<file path="config.mk">
export PLATFORM = sky130hd
export DESIGN_NAME = wb_rate_regs
export DESIGN_NICKNAME = d
export VERILOG_FILES = /design/src/source/clk_meter_pkg.sv /design/src/source/wb_rate_regs.sv
export SDC_FILE = /design/constraint.sdc
export NUM_CORES = 1
export LEC_CHECK = 0
export ABC_AREA = 1
export BUFFER_PORTS_ARGS = -buffer_cell sky130_fd_sc_hd__buf_4
export CORE_MARGIN = 2
export CORE_UTILIZATION = 37
export DETAILED_ROUTE_END_ITERATION = 7
export PLACE_DENSITY = 0.86
export SKIP_LAST_GASP = 1
export SLEW_MARGIN = 20
export SYNTH_ARGS = -nofsm -noshare
export SYNTH_HDL_FRONTEND = slang
export SYNTH_SLANG_ARGS = --single-unit
</file>
<file path="constraint.sdc">
create_clock -name clk_ref -period 1.85 [get_ports clk_ref]
set_input_delay 0.2775 -clock clk_ref [delete_from_list [all_inputs] [get_ports clk_ref]]
set_output_delay 0.2775 -clock clk_ref [all_outputs]
set_load 0.01 [all_outputs]
</file>
<file path="src/source/clk_meter_pkg.sv">
`default_nettype none

package clk_meter_pkg;

	// ==============================
	// widths
	// ==============================

	// test counter and captured rate share one width
	localparam int rate_width = 24;
	// completed-measurement counter, wraps around
	localparam int seq_width = 8;

	// wishbone word address and data word
	typedef logic [3:0] wb_addr_t;
	typedef logic [31:0] wb_data_t;

	// ==============================
	// encodings
	// ==============================

	// register word addresses, anything else reads zero
	typedef enum logic [3:0] {
		reg_rate   = 4'd0,
		reg_status = 4'd1,
		reg_ctrl   = 4'd2
	} reg_addr_e;

	// window sequencer states in the reference domain
	typedef enum logic [1:0] {
		win_clear = 2'd0,
		win_count = 2'd1,
		win_hold  = 2'd2
	} win_state_e;

	// ==============================
	// bundles
	// ==============================

	// host request on the wishbone classic port
	typedef struct packed {
		logic     cyc;
		logic     stb;
		logic     we;
		wb_addr_t adr;
		wb_data_t dat;
	} wb_req_t;

	// slave response, dat is only meaningful while ack is high
	typedef struct packed {
		logic     ack;
		wb_data_t dat;
	} wb_rsp_t;

	// one published measurement
	typedef struct packed {
		logic [rate_width-1:0] value;
		logic [seq_width-1:0]  seq;
		logic                  valid;
	} rate_result_t;

endpackage

`default_nettype wire

</file>
<file path="src/source/wb_rate_regs.sv">
`timescale 1ns/1ps
`default_nettype none

module wb_rate_regs (
	input  logic                         clk_ref,
	input  logic                         async_reset_clk_test,
	input  clk_meter_pkg::wb_req_t       wb_req,
	output clk_meter_pkg::wb_rsp_t       wb_rsp,
	input  clk_meter_pkg::rate_result_t  result,
	output logic                         meas_enable
);

	logic                    ack_q;
	logic                    req;
	clk_meter_pkg::wb_data_t rd_mux;
	clk_meter_pkg::wb_data_t rd_data;
	clk_meter_pkg::reg_addr_e reg_addr;

	// a request is only taken once the previous ack has dropped
	assign req = wb_req.cyc && wb_req.stb && !ack_q;

	// unknown addresses fall through to the default arm below
	assign reg_addr = clk_meter_pkg::reg_addr_e'(wb_req.adr);

	// ==============================
	// read mux
	// ==============================

	always_comb begin
		case (reg_addr)
			clk_meter_pkg::reg_rate: begin
				// zero-extended up to the bus width
				rd_mux = clk_meter_pkg::wb_data_t'(result.value);
			end
			clk_meter_pkg::reg_status: begin
				// valid in bit 0, seq in bits 15 to 8
				rd_mux = {16'd0, result.seq, 7'd0, result.valid};
			end
			clk_meter_pkg::reg_ctrl: begin
				rd_mux = {31'd0, meas_enable};
			end
			default: begin
				rd_mux = '0;
			end
		endcase
	end

	// ==============================
	// handshake and control
	// ==============================

	// ack follows the request by one clock and lasts exactly one clock
	// measuring runs by default, the host may pause it through ctrl
	always_ff @(posedge clk_ref or posedge async_reset_clk_test) begin
		if (async_reset_clk_test) begin
			ack_q       <= 1'b0;
			meas_enable <= 1'b1;
		end else begin
			ack_q <= req;
			// the write lands on the same edge that raises ack
			if (req && wb_req.we && (reg_addr == clk_meter_pkg::reg_ctrl)) begin
				meas_enable <= wb_req.dat[0];
			end
		end
	end

	// read data is sampled with the request and held through ack
	always_ff @(posedge clk_ref) begin
		if (req) begin
			rd_data <= rd_mux;
		end
	end

	assign wb_rsp.ack = ack_q;
	assign wb_rsp.dat = rd_data;

	// the host must keep cyc and stb up until it sees ack, and ack never lasts two cycles
	ack_in_cycle: assert property (
		@(posedge clk_ref) disable iff (async_reset_clk_test)
		wb_rsp.ack |-> (wb_req.cyc && wb_req.stb && !$past(wb_rsp.ack))
	);

endmodule

`default_nettype wire

</file>
== Word level (Yosys, flattened, before mapping) ==
Cells that the tools add are included.
Storage, ports and cells
  input bits: 74
  register bits after elaboration: 34
  word-level logic and storage cells: 12
  output and inout port bits: 34
Cells by class
  multiplexer cells: 1
  reduce and logical (&&, ||, !) cells: 6
  eq/ne operators: 2
Operators with widths (count)
  $pmux W24 S3: 1
  $eq A4 B1 Y1 const B: 1
  $eq A4 B2 Y1 const B: 1
  $logic_and A1 B1 Y1: 4
  $logic_not A4 Y1: 1
  $logic_not A1 Y1: 1

== Longest topological paths before layout ==
  depth in word-level cells: 4
  depth in mapped cells: 7
  gate-level depth less buffers: 6

== Worst setup path before layout ==
OpenSTA, ideal clock, no wires.
  kind: reg-to-reg
  start: register ack_q
  end: register rd_data[0], enable pin
  required time: 1.471 ns
  data arrival time: 0.975 ns
  stages on the path, launching flop included: 4
  setup slack: 0.495 ns
  library setup time: 0.379 ns
  period minus slack after synthesis: 1.355 ns
  path buffers: 0
  cells stage by stage: dfrtp_1 inv_1 nand3_1 inv_1
On the way
  longest elaborated chain between the ends: 2
RTL lines
  from (decl): RTL line wb_rate_regs.sv:13  | logic ack_q;
  from (signal assigned): RTL line wb_rate_regs.sv:59  | ack_q <= req;
  $logic_not A1 Y1: RTL line wb_rate_regs.sv:20  | assign req = wb_req.cyc && wb_req.stb && !ack_q;
  $logic_and A1 B1 Y1: RTL line wb_rate_regs.sv:20
  net req: RTL line wb_rate_regs.sv:14  | logic req;
  to (signal assigned): RTL line wb_rate_regs.sv:70  | rd_data <= rd_mux;
  to (decl): RTL line wb_rate_regs.sv:16  | clk_meter_pkg::wb_data_t rd_data;
The timed path passes the listed nets, and every way through them passes these cells.
A chain may end at the register's enable or synchronous reset.

== Worst setup path in the final report ==
  start: register meas_enable
  end: output meas_enable
RTL lines
  from (decl): RTL line wb_rate_regs.sv:10  | output logic meas_enable
  from (signal assigned): RTL line wb_rate_regs.sv:62  | meas_enable <= wb_req.dat[0];
No word-level cell between the ends.

==> key figures <==
Route
  – Wire per inst: ~9.7 microns
  – DRC: 0
  – DR vias/cell: 4.08
  – Vias: 943
  – ANT nets after route: 0
  – DR iter-0 viols: 17
  – DRT Pass-1 Iters: 4
  – Final WL: ~2200 microns

Floorplanning
  – Core Area: 3280 sq um
  – Row Count: 21
  – I/O Pins: approximately 110
  – Die height: between 60 and 70 microns
  – Initial core utilization: 0.380
  – Die Footprint: roughly 3900 sq um
  – Die Wd: slightly above 60 microns

Pwr
  – Clock power share: 0.218
  – PwrDens: 594 nW/um^2
  – P_sw: roughly 230 uW
  – Static Leak: about 0.00092 uW
  – Reg power frac: 0.626
  – Comb power frac: 0.157
  – Sw Share: 0.216
  – Peak supply drop: 219 uV
  – Pint: 832 uW

Yosys
  – Post-synthesis cell count: between 100 and 150
  – Netlist cell types: 15
  – Synthesis-stage register bit count: 26
  – Top post-synthesis cells by area: edfxtp_1 58%, nand3_1 8.4%, inv_1 6.0%
  – Dominant cell type by area after synthesis: edfxtp_1
  – Synthesized cell area: 1250 sq um
  – Sequential fraction of the synthesis area: 0.619
  – Mapped Avg Cell Area: 10.8 sq um
  – Top cell type's share of synthesized area: 0.578
  – Synth warnings: 0

Timing
  – Final hold viol count: 0
  – RSZ-0062 raised after global routing: no
  – Final slew viol count: 0
  – Period utilization: 0.681
  – Setup TNS Final: 0 ns
  – Post-layout min period: roughly 1.3 ns
  – FMAX: just under 0.8 GHz
  – # setup viols final: 0
  – Clk_skew: around 0.0016 ns

Setup path
  – Crit-path cells: buf_4
  – Crit path DAT: approximately 0.98 ns
  – Worst path slowest cell: dfstp_2
  – Top delay family on crit path: flip-flops
  – Worst Setup End Kind: primary output
  – WP buf/inv: 1
  – Highest cell delay on the worst timing path: roughly 0.56 ns
  – Startpoint types: flop
  – R2R Setup Slk: 0.65 ns
  – Setup CP Type: reg2out
  – Worst-path fanout max: 3
  – WP data required: around 1.6 ns

GRT
  – First-pass GRT wire length: around 3400 microns
  – Vias in the first global route: slightly above 800
  – Gr ovfl total: 0
  – Largest net degree at the start of global routing: 26
  – Initial antenna violation count: 0
  – Total track usage: 0.120

Outcome
  – Outcome: finished clean

Final layout
  – Layout area overhead: 43.3%
  – Fill cell count: between 300 and 400
  – Share of layout cells above drive strength 1: 0.486
  – ANT cells: 0
  – Post-Layout Cell Count: 231
  – Area of the multi-input gates: about 320 sq um
  – Register area: 772 sq um
  – Final #Nets: 260

CTS
  – Post-CTS sizing: 0
  – Clk sinks: 26
  – Root Buffer: clkbuf_4
  – H-tree lvl count: 1
  – Clk slew on worst S/H paths: around 0.12 ns
  – TritonCTS clock tree: done
  – Num CTS Buffers: 3
  – Worst skew pair latency: 0.30 ns
  – Clock Tree Buf Depth: 2

Placement
  – # port buffers: 68
  – Placed insts: 226
  – Routability cong.: around 0.65
  – Hpwl dp: 1860 microns

Worst hold path
  – Hold Path Class: in2reg

Job
  – Max-Cap Viols: 0
-- per-layer routing --
metal  global-route usage  up-vias  part of all wire
met5                    0        -                 0
li1                     -      488                 -
met2                0.229       46              0.55
met1                0.126      407              0.35
met3               0.0124        2             0.082
met4               0.0638        0             0.010
-- path summary, 6_finish.rpt --
path	from	depth (start not counted)	endpoint
max	meas_enable$_DFFE_PP1P_	1	meas_enable
min	wb_req[0]	3	meas_enable$_DFFE_PP1P_
max reg2reg	ack_q$_DFF_PP0_	4	rd_data[9]$_DFFE_PP_
min reg2reg	meas_enable$_DFFE_PP1P_	2	meas_enable$_DFFE_PP1P_
max in group asynchronous	async_reset_clk_test	3	meas_enable$_DFFE_PP1P_
min in group asynchronous	async_reset_clk_test	3	ack_q$_DFF_PP0_
-- cells in the mapped netlist --
| master | number |
|---|---|
| nor2_2 | 12 |
| nand2_1 | 13 |
| dfrtp_1 | 1 |
| inv_1 | 20 |
| edfxtp_1 | 24 |
| nand3_1 | 21 |
| inv_4 | 1 |
| conb_1 | 1 |
| buf_6 | 2 |
| nor2_1 | 6 |
| buf_8 | 1 |
| dfstp_2 | 1 |
| nor2_4 | 2 |
| nand2_4 | 1 |
| buf_4 | 9 |
-- kinds of logic (layout without fill, tap and decap cells) --
group | after synthesis | count (layout) | share of synthesized area
flip-flops | 26 | 26 | 0.619
AND/OR/NAND/NOR | 55 | 55 | 0.229
buffers and inverters | 33 | 96 | 0.149
other | 1 | 8 | 0.00301
-- registers in the layout (all words and copies together) (netlist names) --
name         flops
meas_enable      1
rd_data         24
ack_q            1
-- layout make-up --
type	instances	area share
sequential	26	0.432
timing repair buffer	71	0.300
clock buffer	4	0.0147
inverter	21	0.0455
multi-input combinational	63	0.176
tap	46	0.0322
-- power by group through the flow --
stage                     logic [uW]  registers [uW]  clock network (uW)
after global routing             186             666                 258
after CTS                        169             664                 241
final                            166             664                 231
after global placement           164             677                   0
after detailed placement         167             678                   0
after floorplan                 77.4             684                   0
-- metrics by stage --
stage               total power, uW  hold slack (ns)  cell area, sq um  worst slack, ns  utilization
floorplan                       762           0.0180              1270            0.495            -
global placement                840            0.137              1750            0.530        0.533
detailed placement              844            0.142              1750            0.511        0.533
CTS                            1070            0.179              1790            0.576        0.544
global route                   1110            0.197              1790            0.550        0.544
finish                         1060            0.185              1790            0.591        0.544
-- repair_timing --
item	CTS	global route
hold buffers	1	0
setup buffers	0	0
endpoints found under the hold margin	2	0
-- placed cells by master, fill, tap and decap left out, drive strengths merged --
| cell | netlist | layout |
|---|---|---|
| buf | 12 | 70 |
| clkbuf | 0 | 4 |
| conb | 1 | 8 |
| dfrtp | 1 | 1 |
| dfstp | 1 | 1 |
| dlygate4sd3 | 0 | 1 |
| edfxtp | 24 | 24 |
| inv | 21 | 21 |
| nand2 | 14 | 14 |
| nand3 | 21 | 21 |
| nor2 | 20 | 20 |
Note: power is estimated with default switching activity, not from simulation.
