`src/source/clk_meter_pkg.sv`:
```
`default_nettype none

package clk_meter_pkg;

	// ==============================
	// widths
	// ==============================

	// test counter and captured rate share one width
	localparam int rate_width = 24;
	// completed-measurement counter, wraps around
	localparam int seq_width = 8;

	// wishbone word address and data word
	typedef logic [3:0] wb_addr_t;
	typedef logic [31:0] wb_data_t;

	// ==============================
	// encodings
	// ==============================

	// register word addresses, anything else reads zero
	typedef enum logic [3:0] {
		reg_rate   = 4'd0,
		reg_status = 4'd1,
		reg_ctrl   = 4'd2
	} reg_addr_e;

	// window sequencer states in the reference domain
	typedef enum logic [1:0] {
		win_clear = 2'd0,
		win_count = 2'd1,
		win_hold  = 2'd2
	} win_state_e;

	// ==============================
	// bundles
	// ==============================

	// host request on the wishbone classic port
	typedef struct packed {
		logic     cyc;
		logic     stb;
		logic     we;
		wb_addr_t adr;
		wb_data_t dat;
	} wb_req_t;

	// slave response, dat is only meaningful while ack is high
	typedef struct packed {
		logic     ack;
		wb_data_t dat;
	} wb_rsp_t;

	// one published measurement
	typedef struct packed {
		logic [rate_width-1:0] value;
		logic [seq_width-1:0]  seq;
		logic                  valid;
	} rate_result_t;

endpackage

`default_nettype wire

```
`src/source/measure_window.sv`:
```
`timescale 1ns/1ps
`default_nettype none

module measure_window #(
	parameter int ref_rollover  = 63,
	parameter int sample_cycles = 40
) (
	input  logic                                 clk_ref,
	input  logic                                 async_reset_clk_test,
	input  logic                                 meas_enable,
	input  logic [clk_meter_pkg::rate_width-1:0] count_ref,
	output logic                                 win_clear,
	output clk_meter_pkg::rate_result_t          result
);

	// wide enough to hold the last index of a period
	localparam int cnt_width = $clog2(ref_rollover + 1);

	clk_meter_pkg::win_state_e state;
	logic [cnt_width-1:0]      period_cnt;
	logic                      capture;

	// sample point of the window, only while counting and not paused
	assign capture = (state == clk_meter_pkg::win_count) && meas_enable &&
		(period_cnt == cnt_width'(sample_cycles));

	// ==============================
	// period sequencer
	// ==============================

	// win_clear is a flop of its own so the async preset downstream never sees a glitch
	always_ff @(posedge clk_ref or posedge async_reset_clk_test) begin
		if (async_reset_clk_test) begin
			state      <= clk_meter_pkg::win_clear;
			period_cnt <= '0;
			win_clear  <= 1'b1;
		end else if (!meas_enable) begin
			// paused, park in clear so a resume starts a full period
			state      <= clk_meter_pkg::win_clear;
			period_cnt <= '0;
			win_clear  <= 1'b1;
		end else begin
			case (state)
				clk_meter_pkg::win_clear: begin
					// index 0 of the period was this cycle
					state      <= clk_meter_pkg::win_count;
					period_cnt <= cnt_width'(1);
					win_clear  <= 1'b0;
				end
				clk_meter_pkg::win_count: begin
					period_cnt <= period_cnt + cnt_width'(1);
					if (capture) begin
						state <= clk_meter_pkg::win_hold;
					end
				end
				clk_meter_pkg::win_hold: begin
					// wait out the rest of the period, then clear again
					if (period_cnt == cnt_width'(ref_rollover)) begin
						state      <= clk_meter_pkg::win_clear;
						period_cnt <= '0;
						win_clear  <= 1'b1;
					end else begin
						period_cnt <= period_cnt + cnt_width'(1);
					end
				end
				default: begin
					state      <= clk_meter_pkg::win_clear;
					period_cnt <= '0;
					win_clear  <= 1'b1;
				end
			endcase
		end
	end

	// ==============================
	// result publication
	// ==============================

	// all ones until the first window completes, then the latest count
	always_ff @(posedge clk_ref or posedge async_reset_clk_test) begin
		if (async_reset_clk_test) begin
			result.value <= '1;
			result.seq   <= '0;
			result.valid <= 1'b0;
		end else if (capture) begin
			result.value <= count_ref;
			result.seq   <= result.seq + clk_meter_pkg::seq_width'(1);
			result.valid <= 1'b1;
		end
	end

	// a capture lands only while counting and exactly sample_cycles after the clear cycle
	capture_in_count: assert property (
		@(posedge clk_ref) disable iff (async_reset_clk_test)
		capture |-> (state == clk_meter_pkg::win_count) && $past(win_clear, sample_cycles)
	);

endmodule

`default_nettype wire

```
`config.mk`:
```
export PLATFORM = sky130hd
export DESIGN_NAME = measure_window
export DESIGN_NICKNAME = d
export VERILOG_FILES = /design/src/source/clk_meter_pkg.sv /design/src/source/measure_window.sv
export SDC_FILE = /design/constraint.sdc
export NUM_CORES = 1
export LEC_CHECK = 0
export BUFFER_PORTS_ARGS = -buffer_cell sky130_fd_sc_hd__buf_2
export CAP_MARGIN = 20
export CORE_ASPECT_RATIO = 2
export CORE_MARGIN = 4
export CORE_UTILIZATION = 50
export CTS_BUF_LIST = sky130_fd_sc_hd__clkbuf_4 sky130_fd_sc_hd__clkbuf_8
export CTS_CLUSTER_SIZE = 24
export DETAILED_ROUTE_END_ITERATION = 16
export HOLD_SLACK_MARGIN = 0.02
export PLACE_DENSITY = 0.79
export SYNTH_ARGS = -nofsm -noshare
export SYNTH_HDL_FRONTEND = slang
export SYNTH_SLANG_ARGS = --single-unit
```
`constraint.sdc`:
```
create_clock -name clk_ref -period 5.25 [get_ports clk_ref]
set_clock_uncertainty 0.05 [all_clocks]
set_input_delay 1.05 -clock clk_ref [delete_from_list [all_inputs] [get_ports clk_ref]]
set_output_delay 1.05 -clock clk_ref [all_outputs]
set_load 0.02 [all_outputs]
```
Word level (Yosys, flattened, before mapping)
Index checks and enable logic that the tools add are counted.
{"block": "classes", "add_sub_neg": 2, "eq_ne": 7, "mux": 10, "n_reduce_logical": 5}
{"cell": "one-hot mux 6 bit (3 select lines)", "n": 1}
{"cell": "equality test 6 bit, second input constant", "n": 2}
{"cell": "2-to-1 mux 6 bit", "n": 2}
{"cell": "adder 8 x 1 -> 8 bit, second input constant", "n": 1}
{"cell": "adder 6 x 1 -> 6 bit, second input constant", "n": 1}
{"cell": "2-to-1 mux 2 bit", "n": 3}
{"cell": "!= test 3 bit, second input constant", "n": 2}
{"cell": "one-hot mux 2 bit (3 select lines)", "n": 1}
{"cell": "AND reduction 2 bit", "n": 2}
{"cell": "one-hot mux 1 bit (3 select lines)", "n": 1}
{"cell": "equality test 2 x 1 -> 1 bit, second input constant", "n": 1}
{"cell": "equality test 2 bit, second input constant", "n": 1}
{"cell": "logical AND 1 bit", "n": 2}
{"cell": "zero test 2 bit", "n": 1}
{"cell": "2-to-1 mux 1 bit", "n": 2}
{"cell": "!= test 2 bit, second input constant", "n": 1}
{"block": "totals", "register_bits": 42, "out_inout_bits": 34}

Logic depth before layout (Yosys ltp)
{"block": "depth", "word_depth": 6, "mapped_depth": 7, "ltp_nobuf": 6}

Worst setup path after synthesis
Ideal clock, no wire load.
{"block": "synth_timing", "kind": "in2reg", "from": "in meas_enable", "to": "reg result[2] (netlist bit)", "arrival_time_ns": 1.951, "slack_ns": 3.125, "path_stages": 4, "n_path_buf": 1, "path_cell_list": "nand2b_1 -> nor3_4 -> buf_6 -> mux2_2"}
{"block": "synth_via", "elab_chain_len": 2}
{"element": "from (decl)", "line_no": "measure_window.sv:10", "rtl": "input logic meas_enable,"}
{"element": "logical AND 1 bit (2 in series)", "line_no": "measure_window.sv:24", "rtl": "assign capture = (state == clk_meter_pkg::win_count) && meas_enable &&"}
{"element": "to (decl)", "line_no": "measure_window.sv:13", "rtl": "output clk_meter_pkg::rate_result_t result"}
No other way between the ends.
A chain may end at the register's enable or synchronous reset.

Worst setup path in the final report
Same ends and word-level chain as after synthesis.

==> metrics.cfg <==
[status]
run_status = finished clean

[grt]
grt_pass1_wl_um = 5820
grt_usage_pct = 16.6
grt_max_degree = 43
antenna_found_initial = 0
grt_pass1_vias = 1239
overflow = 0

[drt]
vias = 1203
drt-total-wl_um = 3600
ant_nets = 0
dr.pass1.iters = 4
drc = 0
drt_iter0_drc = 7
routedWlPerCell_um = 14.8
via_per_inst = 4.93

[sta]
finalSetupViolations = 0
maxSlewHeadroom_pct = 66.3
final.setup.tns_ns = 0
report.final.slew_viol_count = 0
fmax_mhz = 420
min_period_ns = 2.38
tightest_slew_ns = 0.506
fin_crit_sh_pct = 45.4
rsz0062_at_grt = no
hold_viol = 0

[layout]
layout-drive-gt1-share_pct = 64.3
areaGrowthSynthToFinish_pct = 23.9
diodes = 0
final_cell_mix = buf_2, mux2_2, dfstp_2
fin_util_pct = 65.6
fin_area_sq_um = 2270
fin_nets = 225
mostFrequentLayoutCell = buf_2

[clock_tree]
cts_made_buffers = 5
clk_pin_slew_ns = 0.07
cts_max_level = 2
worst_skew_pair.late_latency_ns = 0.29
clockBufferDepth = 2
cts_resized = 0
post-cts-setup-buffers = 0
clock_sinks = 42
clock-root-buffer = clkbuf_8
cts_tree = done
hold_buffers = 0

[yosys]
yosysSeqAreaShare_pct = 59.2
ys_warn_count = 0
synth_top_area_share_pct = 35.9
yosysTopAreaCell = dfstp_2
synth_seq_cells = 42
synth.area.top_cells = dfstp_2, dfrtp_1, mux2_2
syn_area_per_cell_sq_um = 14.2
synth_nets = 159
syn-instance-count = 129
syn_area_sq_um = 1830
synthDistinctLibCells = 27

[floorplanning]
ioPinCount = 61
dieHeight_um = 93.5
start_util_pct = 53.0
core-area_sq_um = 3450
rows = 30
dieArea_sq_um = 4750
fp.dieW_um = 50.8

[pwr]
vdd_drop_max_mv = 0.239
p_leak_nw = 1.11
comb_power_share_pct = 9.3
p_int_mw = 0.480
seq_power_share_pct = 56.5
p_total_mw = 0.623
switchingPower_mw = 0.144
pwr-share-clk_pct = 34.2
switching_share_pct = 23.0
powerDensity_nw_per_um2 = 275

[worst_setup_path]
crit_fanout = 24
worstSetupPathType = input pin to flip-flop
required_ns = 5.38
r2r_setup_slack_ns = 3.07
start_kind = input pin
end_kind = flip-flop
cp.arrival_ns = 2.51

[worst_hold_path]
min_path_type = flip-flop to flip-flop

[placement]
numPortBuffers = 60
gp_congestion = 0.762
place.detailed.hpwl_um = 2800
place_area_sq_um = 2170

[flow_run]
cap_violations = 0

sequential cells by signal, indices dropped and copies added (netlist names):
signal	flops
result	33
state	2
period_cnt	6
win_clear	1
stage by stage:
| stage | std cells | setup slack [ns] | hold slack [ns] |
|---|---|---|---|
| finish | 244 | 2.87 | 0.431 |
| global route | 244 | 2.81 | 0.459 |
| CTS | 244 | 2.89 | 0.433 |
| detailed placement | 236 | 2.57 | 0.414 |
| global placement | 236 | 2.62 | 0.402 |
| floorplan | 129 | 3.12 | 0.469 |
cells by family after synthesis:
family | share of synthesized area (%)
xor gates and xnor gates | 5.68
muxes | 15.4
DFF | 59.2
and+or+nand+nor | 12.2
AOI/OAI and AO/OA | 2.67
adders and majority gates | 2.05
buffers and inverters | 2.87
worst max-delay path, stage by stage:
cell and delay [ns]:
buf_2 0.12, nand2b_1 0.11, nor3_4 0.46, buf_4 0.39, mux2_2 0.37
worst paths after layout:
kind                                    startpoint                 endpoint  depth (start not counted)
max                                    meas_enable    result[2]$_DFFE_PP0P_                          5
min                          result[0]$_DFFE_PP0P_    result[0]$_DFFE_PP0P_                          1
max reg2reg                period_cnt[0]$_DFF_PP0_    result[2]$_DFFE_PP0P_                          6
min reg2reg                  result[0]$_DFFE_PP0P_    result[0]$_DFFE_PP0P_                          1
max in group asynchronous     async_reset_clk_test   result[20]$_DFFE_PP1P_                          3
min in group asynchronous     async_reset_clk_test  period_cnt[0]$_DFF_PP0_                          3
layout make-up:
type,instances,area [sq um]
clock buffers,7,90.1
clock inverters,1,5.00
fillers,298,1190
inverters,5,18.8
multi-input cells,79,694
flip-flops and latches,42,1080
well taps,48,60.1
repair buffers,62,315
power groups by stage:
stage	Combinational (mW)	Clock (mW)	Sequential, mW
5_1_grt	0.0634	0.235	0.354
2_1_floorplan	0.0191	0	0.371
6_report	0.0581	0.213	0.352
3_3_place_gp	0.0574	0	0.357
3_5_place_dp	0.0593	0	0.358
4_1_cts	0.0593	0.221	0.352
layer usage:
metal | share of wire [%] | up-vias | track usage, % | wire, um
met5 | 0 | - | 0 | 0
met4 | 1.8 | 0 | 8.31 | 64
met3 | 4.5 | 7 | 4.63 | 163
met2 | 59 | 32 | 30.1 | 2110
met1 | 35 | 591 | 16.7 | 1260
li1 | - | 573 | - | -
cell usage after synthesis:
master / n
nor3_1: 3
xnor2_1: 5
or2_2: 1
nand3_2: 1
mux2_2: 25
xnor2_2: 1
nand3_1: 3
and3_1: 2
nand4bb_4: 1
nor3_4: 1
buf_6: 3
a21oi_1: 2
and2_1: 1
o21a_1: 2
nor2b_1: 1
a311oi_1: 1
o21ai_0: 3
nand4_4: 1
ha_1: 3
and4_1: 4
nand2b_1: 1
dfstp_2: 25
nor2_1: 8
nand2_1: 4
xor2_1: 5
inv_1: 5
dfrtp_1: 17
No activity file was read; power rests on OpenSTA's default activity.
